$ cat src/source/videoPkg.sv
/* Types, raster defaults and fixed TMDS code words shared by the video transmitter.
   Modules pull these in with a wildcard import in their header. */
package videoPkg;

	////////////////////////////////////////////////////////////
	// Vector types

	typedef logic [9:0] tmdsSymbol;
	typedef logic [7:0] colorComponent;
	// Control bits of one channel, C1 in bit 1 and C0 in bit 0
	typedef logic [1:0] controlPair;
	typedef logic [9:0] pixelCount;
	// Running DC bias in units of two bits
	typedef logic signed [3:0] disparityCount;

	// Horizontal position within a line
	typedef enum logic [1:0] {
		activeVideo,
		blanking,
		videoPreamble,
		videoGuard
	} lineRegion;

	////////////////////////////////////////////////////////////
	// Link constants

	localparam int channelCount = 3;
	localparam int preambleLength = 8;
	localparam int guardLength = 2;

	// 720x480p raster
	localparam int defaultWidth = 720;
	localparam int defaultHeight = 480;
	localparam int defaultTotalWidth = 858;
	localparam int defaultTotalHeight = 525;
	localparam int defaultHFrontPorch = 16;
	localparam int defaultHSyncLength = 62;
	localparam int defaultVFrontPorch = 9;
	localparam int defaultVSyncLength = 6;

	////////////////////////////////////////////////////////////
	// Fixed code words

	localparam tmdsSymbol guardSymbolOuter = 10'b1011001100;
	localparam tmdsSymbol guardSymbolInner = 10'b0100110011;

	// DVI control words, indexed by {C1, C0}
	localparam tmdsSymbol controlSymbols [4] = '{
		10'b1101010100,
		10'b0010101011,
		10'b0101010100,
		10'b1010101011
	};

endpackage

$ cat src/source/videoTimingIf.sv
`timescale 1ns/1ns
/* Raster flags from the timing generator to the channel encoders and the output stage */
interface videoTimingIf;

	logic drawArea;
	// Both syncs are active low
	logic hSync;
	logic vSync;
	// Bit 0 is CTL0, bit 3 is CTL3
	logic [3:0] preamble;
	logic videoGuard;

	modport source (
		output drawArea, hSync, vSync, preamble, videoGuard
	);

	modport encoder (
		input drawArea, hSync, vSync, preamble
	);

	modport link (
		input videoGuard
	);

endinterface

$ cat src/source/videoTiming.sv
`timescale 1ns/1ns
/* Raster counters and registered sync, draw, preamble and guard flags.
   The raster is set by the timing parameters from the top level. */
module videoTiming import videoPkg::*; #(
	parameter int displayWidth = defaultWidth,
	parameter int displayHeight = defaultHeight,
	parameter int totalWidth = defaultTotalWidth,
	parameter int totalHeight = defaultTotalHeight,
	parameter int hFrontPorch = defaultHFrontPorch,
	parameter int hSyncLength = defaultHSyncLength,
	parameter int vFrontPorch = defaultVFrontPorch,
	parameter int vSyncLength = defaultVSyncLength
) (
	input logic pixclk,
	input logic reset,
	videoTimingIf.source timing
);

	// Last x of each horizontal region
	localparam pixelCount lastActiveX = pixelCount'(displayWidth - 1);
	localparam pixelCount lastBlankX = pixelCount'(totalWidth - guardLength - preambleLength - 1);
	localparam pixelCount lastPreambleX = pixelCount'(totalWidth - guardLength - 1);
	localparam pixelCount lastX = pixelCount'(totalWidth - 1);
	localparam pixelCount lastY = pixelCount'(totalHeight - 1);

	localparam pixelCount activeLines = pixelCount'(displayHeight);
	localparam pixelCount hSyncStart = pixelCount'(displayWidth + hFrontPorch);
	localparam pixelCount hSyncEnd = pixelCount'(displayWidth + hFrontPorch + hSyncLength);
	localparam pixelCount vSyncFirstLine = pixelCount'(displayHeight + vFrontPorch - 1);
	localparam pixelCount vSyncLastLine = pixelCount'(displayHeight + vFrontPorch + vSyncLength - 1);

	pixelCount x;
	pixelCount y;
	lineRegion region;
	logic inHSync;
	logic inVSync;

	////////////////////////////////////////////////////////////
	// Raster counters

	always_ff @(posedge pixclk) begin
		if (reset) begin
			x <= '0;
			y <= '0;
		end else if (x == lastX) begin
			x <= '0;
			y <= (y == lastY) ? '0 : y + 1'b1;
		end else begin
			x <= x + 1'b1;
		end
	end

	// Region follows x, so it moves on the edge that leaves each region
	always_ff @(posedge pixclk) begin
		if (reset) begin
			region <= activeVideo;
		end else begin
			case (region)
				activeVideo: if (x == lastActiveX) region <= blanking;
				blanking: if (x == lastBlankX) region <= videoPreamble;
				videoPreamble: if (x == lastPreambleX) region <= videoGuard;
				videoGuard: if (x == lastX) region <= activeVideo;
				default: region <= activeVideo;
			endcase
		end
	end

	////////////////////////////////////////////////////////////
	// Flags

	// Vertical sync starts and ends at the hsync edge so both move together
	always_comb begin
		inHSync = (x >= hSyncStart) && (x < hSyncEnd);
		inVSync = ((y == vSyncFirstLine && x >= hSyncStart) || y > vSyncFirstLine)
			&& ((y == vSyncLastLine && x < hSyncStart) || y < vSyncLastLine);
	end

	always_ff @(posedge pixclk) begin
		if (reset) begin
			timing.drawArea <= 1'b0;
			timing.hSync <= 1'b1;
			timing.vSync <= 1'b1;
			timing.preamble <= 4'b0000;
			timing.videoGuard <= 1'b0;
		end else begin
			timing.drawArea <= (region == activeVideo) && (y < activeLines);
			timing.hSync <= !inHSync;
			timing.vSync <= !inVSync;
			timing.preamble <= (region == videoPreamble) ? 4'b0001 : 4'b0000;
			timing.videoGuard <= (region == videoGuard);
		end
	end

	assert property (@(posedge pixclk) disable iff (reset) x <= lastX && y <= lastY);

	// Guard band must stay clear of active pixels on every line
	assert property (@(posedge pixclk) disable iff (reset)
		!(timing.drawArea && timing.videoGuard));

endmodule

$ cat src/source/tmdsChannelEncoder.sv
`timescale 1ns/1ns
/* One TMDS channel: transition minimising, DC balancing and control words.
   Two pipeline stages, so a symbol follows its inputs by two clocks. */
module tmdsChannelEncoder import videoPkg::*; (
	input logic pixclk,
	input logic reset,
	videoTimingIf.encoder timing,
	input colorComponent colour,
	input controlPair control,
	output tmdsSymbol symbol
);

	logic [3:0] colourOnes;
	logic useXnor;
	logic [8:0] tmWord;
	logic [8:0] qm;
	logic drawAreaD;
	controlPair controlD;
	disparityCount disparity;
	disparityCount balance;
	disparityCount qmWeight;
	disparityCount qmMiss;

	function automatic logic [3:0] onesCount(input logic [7:0] value);
		logic [3:0] total;
		total = '0;
		for (int i = 0; i < 8; i++) begin
			total = total + 4'(value[i]);
		end
		return total;
	endfunction

	////////////////////////////////////////////////////////////
	// Stage one

	// XNOR chaining when the colour is ones heavy
	always_comb begin
		colourOnes = onesCount(colour);
		useXnor = (colourOnes > 4'd4) || (colourOnes == 4'd4 && !colour[0]);
		tmWord[0] = colour[0];
		for (int i = 1; i < 8; i++) begin
			tmWord[i] = useXnor ? ~(tmWord[i-1] ^ colour[i]) : (tmWord[i-1] ^ colour[i]);
		end
		tmWord[8] = !useXnor;
	end

	always_ff @(posedge pixclk) begin
		qm <= tmWord;
	end

	always_ff @(posedge pixclk) begin
		if (reset) begin
			drawAreaD <= 1'b0;
			controlD <= 2'b00;
		end else begin
			drawAreaD <= timing.drawArea;
			controlD <= control;
		end
	end

	////////////////////////////////////////////////////////////
	// Stage two

	// Half of (ones - zeros) over the data bits
	assign balance = disparityCount'(int'(onesCount(qm[7:0])) - 4);
	assign qmWeight = qm[8] ? 4'sd1 : 4'sd0;
	assign qmMiss = qm[8] ? 4'sd0 : 4'sd1;

	always_ff @(posedge pixclk) begin
		if (reset) begin
			disparity <= '0;
			symbol <= controlSymbols[0];
		end else if (!drawAreaD) begin
			disparity <= '0;
			symbol <= controlSymbols[controlD];
		end else if (balance == 0 || disparity == 0) begin
			if (qm[8]) begin
				symbol <= {1'b0, 1'b1, qm[7:0]};
				disparity <= disparity + balance;
			end else begin
				symbol <= {1'b1, 1'b0, ~qm[7:0]};
				disparity <= disparity - balance;
			end
		end else if (balance[3] == disparity[3]) begin
			// Word leans the same way as the bias, send it inverted
			symbol <= {1'b1, qm[8], ~qm[7:0]};
			disparity <= disparity + qmWeight - balance;
		end else begin
			symbol <= {1'b0, qm[8], qm[7:0]};
			disparity <= disparity - qmMiss + balance;
		end
	end

	// Full DC bias is twice this value, so it stays even and within eight
	assert property (@(posedge pixclk) disable iff (reset) disparity >= -4 && disparity <= 4);

endmodule

$ cat src/source/linkOutputStage.sv
`timescale 1ns/1ns
/* Inserts video guard-band symbols in line with the encoder pipeline
   and registers the three channel symbols for the link */
module linkOutputStage import videoPkg::*; (
	input logic pixclk,
	input logic reset,
	videoTimingIf.link timing,
	input tmdsSymbol encoded [channelCount],
	output tmdsSymbol tmdsRed,
	output tmdsSymbol tmdsGreen,
	output tmdsSymbol tmdsBlue
);

	// Matches the two encoder stages
	logic [1:0] guardDelay;

	always_ff @(posedge pixclk) begin
		if (reset) begin
			guardDelay <= 2'b00;
		end else begin
			guardDelay <= {guardDelay[0], timing.videoGuard};
		end
	end

	////////////////////////////////////////////////////////////
	// Output registers

	// Channel 2 is red, channel 1 green, channel 0 blue
	always_ff @(posedge pixclk) begin
		if (reset) begin
			tmdsRed <= controlSymbols[0];
			tmdsGreen <= controlSymbols[0];
			tmdsBlue <= controlSymbols[0];
		end else if (guardDelay[1]) begin
			tmdsRed <= guardSymbolOuter;
			tmdsGreen <= guardSymbolInner;
			tmdsBlue <= guardSymbolOuter;
		end else begin
			tmdsRed <= encoded[2];
			tmdsGreen <= encoded[1];
			tmdsBlue <= encoded[0];
		end
	end

	// Each guard band is exactly guardLength symbols long
	assert property (@(posedge pixclk) disable iff (reset)
		$rose(guardDelay[1]) |-> guardDelay[1] [*guardLength] ##1 !guardDelay[1]);

endmodule

$ cat src/source/hdmiVideoTx.sv
`timescale 1ns/1ns
/* TMDS video transmitter top level, three 10-bit symbols per pixel clock.
   Colours are sampled on every edge where pixelRequest is high. */
module hdmiVideoTx import videoPkg::*; #(
	parameter int displayWidth = defaultWidth,
	parameter int displayHeight = defaultHeight,
	parameter int totalWidth = defaultTotalWidth,
	parameter int totalHeight = defaultTotalHeight,
	parameter int hFrontPorch = defaultHFrontPorch,
	parameter int hSyncLength = defaultHSyncLength,
	parameter int vFrontPorch = defaultVFrontPorch,
	parameter int vSyncLength = defaultVSyncLength
) (
	input logic pixclk,
	input logic reset,
	input colorComponent red,
	input colorComponent green,
	input colorComponent blue,
	output logic pixelRequest,
	output tmdsSymbol tmdsRed,
	output tmdsSymbol tmdsGreen,
	output tmdsSymbol tmdsBlue
);

	videoTimingIf timingBus();

	colorComponent channelColour [channelCount];
	controlPair channelControl [channelCount];
	tmdsSymbol encoded [channelCount];

	videoTiming #(
		.displayWidth(displayWidth),
		.displayHeight(displayHeight),
		.totalWidth(totalWidth),
		.totalHeight(totalHeight),
		.hFrontPorch(hFrontPorch),
		.hSyncLength(hSyncLength),
		.vFrontPorch(vFrontPorch),
		.vSyncLength(vSyncLength)
	) u_videoTiming (
		.pixclk(pixclk),
		.reset(reset),
		.timing(timingBus)
	);

	assign pixelRequest = timingBus.drawArea;

	////////////////////////////////////////////////////////////
	// Channel encoders

	// Syncs ride on blue, the preamble CTL bits on green and red
	assign channelColour[0] = blue;
	assign channelColour[1] = green;
	assign channelColour[2] = red;
	assign channelControl[0] = {timingBus.vSync, timingBus.hSync};
	assign channelControl[1] = timingBus.preamble[1:0];
	assign channelControl[2] = timingBus.preamble[3:2];

	for (genvar ch = 0; ch < channelCount; ch++) begin : g_channel
		tmdsChannelEncoder u_encoder (
			.pixclk(pixclk),
			.reset(reset),
			.timing(timingBus),
			.colour(channelColour[ch]),
			.control(channelControl[ch]),
			.symbol(encoded[ch])
		);
	end

	linkOutputStage u_linkOutputStage (
		.pixclk(pixclk),
		.reset(reset),
		.timing(timingBus),
		.encoded(encoded),
		.tmdsRed(tmdsRed),
		.tmdsGreen(tmdsGreen),
		.tmdsBlue(tmdsBlue)
	);

endmodule

$ cat config.mk
export PLATFORM = sky130hd
export DESIGN_NAME = hdmiVideoTx
export DESIGN_NICKNAME = d
export VERILOG_FILES = /design/src/source/videoPkg.sv /design/src/source/videoTimingIf.sv /design/src/source/videoTiming.sv /design/src/source/tmdsChannelEncoder.sv /design/src/source/linkOutputStage.sv /design/src/source/hdmiVideoTx.sv
export SDC_FILE = /design/constraint.sdc
export NUM_CORES = 1
export LEC_CHECK = 0
export BUFFER_PORTS_ARGS = -buffer_cell sky130_fd_sc_hd__buf_2
export CORE_MARGIN = 1
export CORE_UTILIZATION = 45
export CTS_CLUSTER_SIZE = 12
export DETAILED_ROUTE_END_ITERATION = 8
export SLEW_MARGIN = 20
export SYNTH_ARGS = -nofsm -noshare
export SYNTH_HDL_FRONTEND = slang
export SYNTH_HIERARCHICAL = 1
export SYNTH_SLANG_ARGS = --single-unit
$ cat constraint.sdc
create_clock -name pixclk -period 5.4 [get_ports pixclk]
set_input_delay 1.08 -clock pixclk [delete_from_list [all_inputs] [get_ports pixclk]]
set_output_delay 1.08 -clock pixclk [all_outputs]
set_load 0.03 [all_outputs]
* Yosys cells after proc, flatten, opt, wreduce, memory -nomap -nowiden
Cells that the tools add are included.
** Word-level totals
- Input bits :: 26
- Register bits after elaboration :: 138
** Operators by class
- Add/sub/neg operators :: 65
- Mux-type cells :: 67
- Reduce and logical (&&, ||, !) cells :: 35
- Equal/unequal tests :: 20
- Order comparisons :: 12
- Bitwise logic cells :: 49
** Operators with widths (number)
- $mux W10 :: 20
- $logic_not A32 Y1 :: 6
- $add A4 B1 Y4 :: 36
- $bmux W10 S2 :: 3
- $eq A10 B10 Y1 const B :: 5
- $add A4 B4 Y4 :: 9
- $mux W4 :: 9
- $sub A4 B4 Y4 :: 9
- $mux W1 :: 28
- $not A8 Y8 :: 3
- $not A1 Y1 :: 22
- $xor A1 B1 Y1 :: 21
- $add A10 B1 Y10 const B :: 2
- $eq A10 B9 Y1 const B :: 2
- $lt A10 B10 Y1 const B :: 2
- $lt A10 B9 Y1 const B :: 2
- $mux W9 :: 2
- $add A1 B1 Y2 :: 6
- $eq A4 B3 Y1 const B :: 3
- $gt A4 B3 Y1 const B :: 3
- $sub A4 B3 Y4 const B :: 3
- $ge A10 B10 Y1 const B :: 1
- $gt A10 B9 Y1 const B :: 1
- $ge A3 B3 Y1 const B :: 3
- 13 further kinds :: 47

* Depth between registers and ports, before layout
- Depth after elaboration :: 29
- Mapped depth :: 16

* Hierarchy
The synthesis kept the hierarchy.
** Modules (own cells, without submodules)
- tmdsChannelEncoder at g_channel[0].u_encoder ... :: cells each 197, sequential area each 520.5 um2, instances 2, area an instance 1965.6 um2
- tmdsChannelEncoder at g_channel[1].u_encoder :: cells each 197, sequential area each 520.5 um2, instances 1, area an instance 1968.1 um2
- videoTiming :: cells each 161, sequential area each 540.5 um2, instances 1, area an instance 1467.7 um2
- linkOutputStage :: cells each 76, sequential area each 640.6 um2, instances 1, area an instance 892.1 um2

* Least setup slack after synthesis
No wires, ideal clock.
- Kind :: reg2reg
- From :: register g_channel[2].u_encoder.qm[0]
- To :: register g_channel[2].u_encoder.disparity[3]
- Stages on the path, launching flop included :: 17
- Buffers on the path :: 0
- Period minus slack after synthesis :: 4.492 ns
- Arrival :: 4.413 ns
- Slack :: 0.908 ns
- Cell sequence :: dfxtp_1 > fa_1 > inv_1 > fa_1 > fa_1 > inv_1 > ha_1 > fa_1 > inv_1 > ha_1 > inv_1 > ha_1 > a21o_1 > a21oi_1 > xnor2_1 > or4b_2 > o211ai_1
** On the way
- Word-level cells in the longest chain between the ends :: 11
- Elaborated cells on any way between the ends :: 18
** RTL lines
- start, declared :: RTL line tmdsChannelEncoder.sv:16 : logic [8:0] qm;
- start signal, assigned :: RTL line tmdsChannelEncoder.sv:48 : qm <= tmWord;
- $add A1 B1 Y2 (*) :: RTL line tmdsChannelEncoder.sv:28 : total = total + 4'(value[i]);
- $add A4 B1 Y4 (*) (6 in series) :: RTL line tmdsChannelEncoder.sv:28
- $sub A4 B3 Y4 (*) :: RTL line tmdsChannelEncoder.sv:65 : assign balance = disparityCount'(int'(onesCount(qm[7:0])) - 4);
- $add A4 B4 Y4, or another cell as far along :: RTL line tmdsChannelEncoder.sv:90 : disparity <= disparity - qmMiss + balance;
- $mux W4, or another cell as far along :: RTL line tmdsChannelEncoder.sv:84 : end else if (balance[3] == disparity[3]) begin
- $mux W4 (*) :: RTL line tmdsChannelEncoder.sv:76 : end else if (balance == 0 || disparity == 0) begin
- end signal, assigned :: RTL line tmdsChannelEncoder.sv:79 : disparity <= disparity + balance;
- end signal, assigned :: RTL line tmdsChannelEncoder.sv:87 : disparity <= disparity + qmWeight - balance;
- end signal, assigned :: RTL line tmdsChannelEncoder.sv:90
- end, declared :: RTL line tmdsChannelEncoder.sv:19 : disparityCount disparity;
Mark *: on every way between the ends. The rest lies on a longest branch, timed or not.
A chain may end at the register's enable or synchronous reset.

* Worst setup path after layout
- From :: register g_channel[1].u_encoder.qm[0]
- To :: register g_channel[1].u_encoder.disparity[3]
** On the way
- Word-level cells in the longest chain between the ends :: 11
- Elaborated cells on any way between the ends :: 18
** RTL lines (RTL line)
- start, declared :: tmdsChannelEncoder.sv:16
- start signal, assigned :: tmdsChannelEncoder.sv:48
- $add A1 B1 Y2 (*) :: tmdsChannelEncoder.sv:28
- $add A4 B1 Y4 (*) (6 in series) :: tmdsChannelEncoder.sv:28
- $sub A4 B3 Y4 (*) :: tmdsChannelEncoder.sv:65
- $add A4 B4 Y4, or another cell as far along :: tmdsChannelEncoder.sv:90
- $mux W4, or another cell as far along :: tmdsChannelEncoder.sv:84
- $mux W4 (*) :: tmdsChannelEncoder.sv:76
- end signal, assigned :: tmdsChannelEncoder.sv:79
- end signal, assigned :: tmdsChannelEncoder.sv:87
- end signal, assigned :: tmdsChannelEncoder.sv:90
- end, declared :: tmdsChannelEncoder.sv:19
Marked as above.

==> summary.md <==
| Metric | Value |
|---|---|
| Number of antenna violations at the first check in global routing | `0` |
| Share of flip-flops with an asynchronous set or reset after synthesis | `0%` |
| Most common library cell in the layout ignoring fill and taps | `dfxtp_1` |
| GPL Wtd Cong | `approximately 0.83` |
| Most used flip-flop cell after synthesis | `dfxtp_1` |
| GR Layer Usage met2 | `between 20% and 30%` |
| Minimum setup slack among reg-to-reg paths | `0.73 ns` |
| Worst clock skew on the final layout | `approximately 0.0066 ns` |
| Required time of the worst setup path | `approximately 5.7 ns` |
| Drt via density | `4.925` |
| Via count of the first global-routing pass | `5213` |
| DRC violation count after routing | `2` |
| Fill cells | `between 1500 and 2000` |
| Failing checks | `design-rule violations` |
| Vias after detailed routing | `about 5600` |
| Most frequent cells in the layout | `dfxtp_1 (137), inv_1 (126), ha_1 (80), nor2_1 (58), buf_2 (56)` |
| Number of different library cells in the post-synthesis netlist | `between 60 and 70` |
| Area fraction of the dominant cell type after synthesis | `about a third` |
| Largest net degree at the start of global routing | `49` |
| Remaining number of nets flagged by the antenna check after routing | `0` |
| Crit end category | `register` |
| Transition at the pin with the smallest max-transition slack | `0.7310 ns` |
| Arrival @ worst endpoint | `between 5 and 6 ns` |
| Number of core rows | `49` |
| Clock insertion delay at the later pin of the skew report | `between 0.4 and 0.5 ns` |
| Sum of routed wire length over all layers | `about 15000 um` |
| Area Growth Syn to Fin | `13.23%` |
| Seq/Total Area, Yosys | `between 30% and 40%` |
| Part of the cycle the worst path needs | `86.54%` |
| Post-CTS Repair Setup Buffers | `0` |
| Number of buffers created by CTS | `17` |
| Starting density of the core | `around 46%` |
| Clock Sink Count | `~140` |
| Post-cts hold buffer count | `0` |
| CTS H-tree lvls | `4` |
| Leading post-synthesis cells by cell area | `dfxtp_1 (33%), ha_1 (12%), fa_1 (8.7%)` |
| Starting DRC count in detailed routing | `243` |
| Buffers on Ports | `56` |
| Tot GR Track Use | `17.30%` |
| Core ar. | `17960 sq um` |
| MaxCap Viol Count | `0` |
| Crit path time final | `about 4.7 ns` |
| Aggregate negative setup slack | `0 ns` |
| Number of optimization iterations in the first detailed-route pass | `6` |
| Final HPWL DP | `11360 um` |
| GR Layer Usage met1 | `22.70%` |
| Area of the die | `between 15000 and 20000 sq um` |
| Final antenna diode count | `0` |
| Number of gates given a new drive strength after cts | `0` |
| First-pass GRT wire length | `roughly 25000 um` |
| Proportion of layout cells with a drive suffix above 1 | `between 10% and 20%` |
| Type of the tightest min-delay check | `reg2reg` |
| Synth Cell Area | `8259 sq um` |
| Top cell type by total area after synthesis | `dfxtp_1` |
| Max Root-Sink Buffers | `2` |
| Cells after synthesis | `roughly 830` |
| Clock Root Buffer | `clkbuf_16` |
| Syn avg cell area | `9.975 sq um` |
| Overflow left after global routing | `0` |
| Highest net fanout along the worst path | `4` |
| Worst slew margin relative to its limit | `about half` |
| Total Nets Final | `roughly 1000` |
| Post-detailed-route wirelength per cell | `roughly 13 um` |
| Min-Delay Path Depth | `1` |
| X dimension of the die | `between 100 and 150 um` |
| CTS clock-pin slew for the worst setup and hold paths | `about 0.06 ns` |
| Critical path class | `reg2reg` |
| Setup-failing EPs final | `0` |
| Die span in y | `about 140 um` |
| M3 GR Usage | `just over 4%` |
| Number of pins with negative max-slew slack in the final report | `0` |
| Worst reg-to-reg path cell count | `16` |
| RSZ-0062 raised after global routing | `false` |
| Number of synthesized flops with an enable pin | `0` |
| Run status | `finished, violations left` |
| Clock tree from TritonCTS | `yes` |
| Max Clock Freq | `between 200 and 250 MHz` |
| Number of synthesized register bits | `137` |
| Global route hottest layer | `met2` |
| Critical Path Start Type | `register` |
| Synth warnings | `6` |
| Final hold viol count | `0` |
| Ports | `57` |
-- routing by layer --
layer,share of wire (%),vias to the layer above
met1,48,2573
li1,-,2897
met5,0,-
met2,48,74
met4,0.63,0
met3,2.9,7
-- synthesized netlist by cell type (16+ instances only) --
master      n
nor2_1     58
xor2_1     28
a21o_1     16
nand2_1    22
a21oi_1    28
nand4b_1   21
ha_1       80
xnor2_1    38
inv_1     126
fa_1       36
dfxtp_1   137
nand3_1    23
-- critical path: stages, from the launching register on --
cell	delay (ns)
dfxtp_1	0.33
fa_1	0.53
inv_1	0.05
fa_1	0.44
fa_1	0.49
inv_1	0.04
ha_1	0.23
fa_1	0.52
inv_1	0.09
ha_1	0.38
inv_1	0.09
ha_1	0.29
a21o_1	0.15
a21oi_1	0.17
xnor2_1	0.08
or4b_2	0.62
o211ai_1	0.09
-- flip-flops by register name (all words and copies together), names as in the netlist, 2 cells and up --
register and flops:
g_channel.u_encoder/symbol 30, g_channel.u_encoder/qm 27, g_channel.u_encoder/disparity 12, u_linkOutputStage/tmdsBlue 10
u_linkOutputStage/tmdsGreen 10, u_linkOutputStage/tmdsRed 10, u_videoTiming/x 10, u_videoTiming/y 10
g_channel.u_encoder/controlD 6, g_channel.u_encoder/drawAreaD 3, u_linkOutputStage/guardDelay 2, u_videoTiming/region 2
-- layout make-up --
type                            count  area [sq um]  area share (%)
Clock buffer                       21         470.5           5.031
Clock inverter                     10         190.2           2.034
Inverter                          127         476.7           5.098
Multi-Input combinational cell    546          4897           52.37
Sequential cell                   137          2743           29.33
Tap cell                          229         286.5           3.064
Timing Repair Buffer               57         287.8           3.077
-- cells by family after synthesis --
family	count (synthesis)	share of synthesized area, %
XOR/XNOR	78	9.589
other	1	0.04540
AO/OA/AOI/OAI	101	9.347
adder cells (fa/ha/maj)	116	20.85
flip-flops	137	33.21
multiplexers	19	2.575
buffers and inverters	147	7.590
AND/OR/NAND/NOR	229	16.80
-- metrics by stage --
stage | setup WS [ns] | cells | instance area, sq um | util [%] | hold WS, ns
2_1_floorplan | 0.9077 | 830 | 8267 | - | 0.3844
3_3_place_gp | 0.8048 | 1096 | 8691 | 48.38 | 0.3875
3_5_place_dp | 0.7243 | 1096 | 8691 | 48.38 | 0.3932
4_1_cts | 0.7173 | 1127 | 9351 | 52.06 | 0.4068
5_1_grt | 0.5051 | 1127 | 9351 | 52.06 | 0.4248
6_report | 0.7268 | 1127 | 9351 | 52.06 | 0.4034
-- final timing paths --
| check | startpoint | to |
|---|---|---|
| max | g_channel[1].u_encoder/qm[0]$_DFF_P_ | g_channel[1].u_encoder/disparity[3]$_SDFF_PP0_ |
| min | g_channel[0].u_encoder/symbol[6]$_SDFF_PP1_ | u_linkOutputStage/tmdsBlue[6]$_SDFF_PP1_ |
| max reg2reg | g_channel[1].u_encoder/qm[0]$_DFF_P_ | g_channel[1].u_encoder/disparity[3]$_SDFF_PP0_ |
| min reg2reg | g_channel[0].u_encoder/symbol[6]$_SDFF_PP1_ | u_linkOutputStage/tmdsBlue[6]$_SDFF_PP1_ |
Power is not shown: default switching activity piles up to over one toggle a cycle in this logic, so the estimate is an artifact.
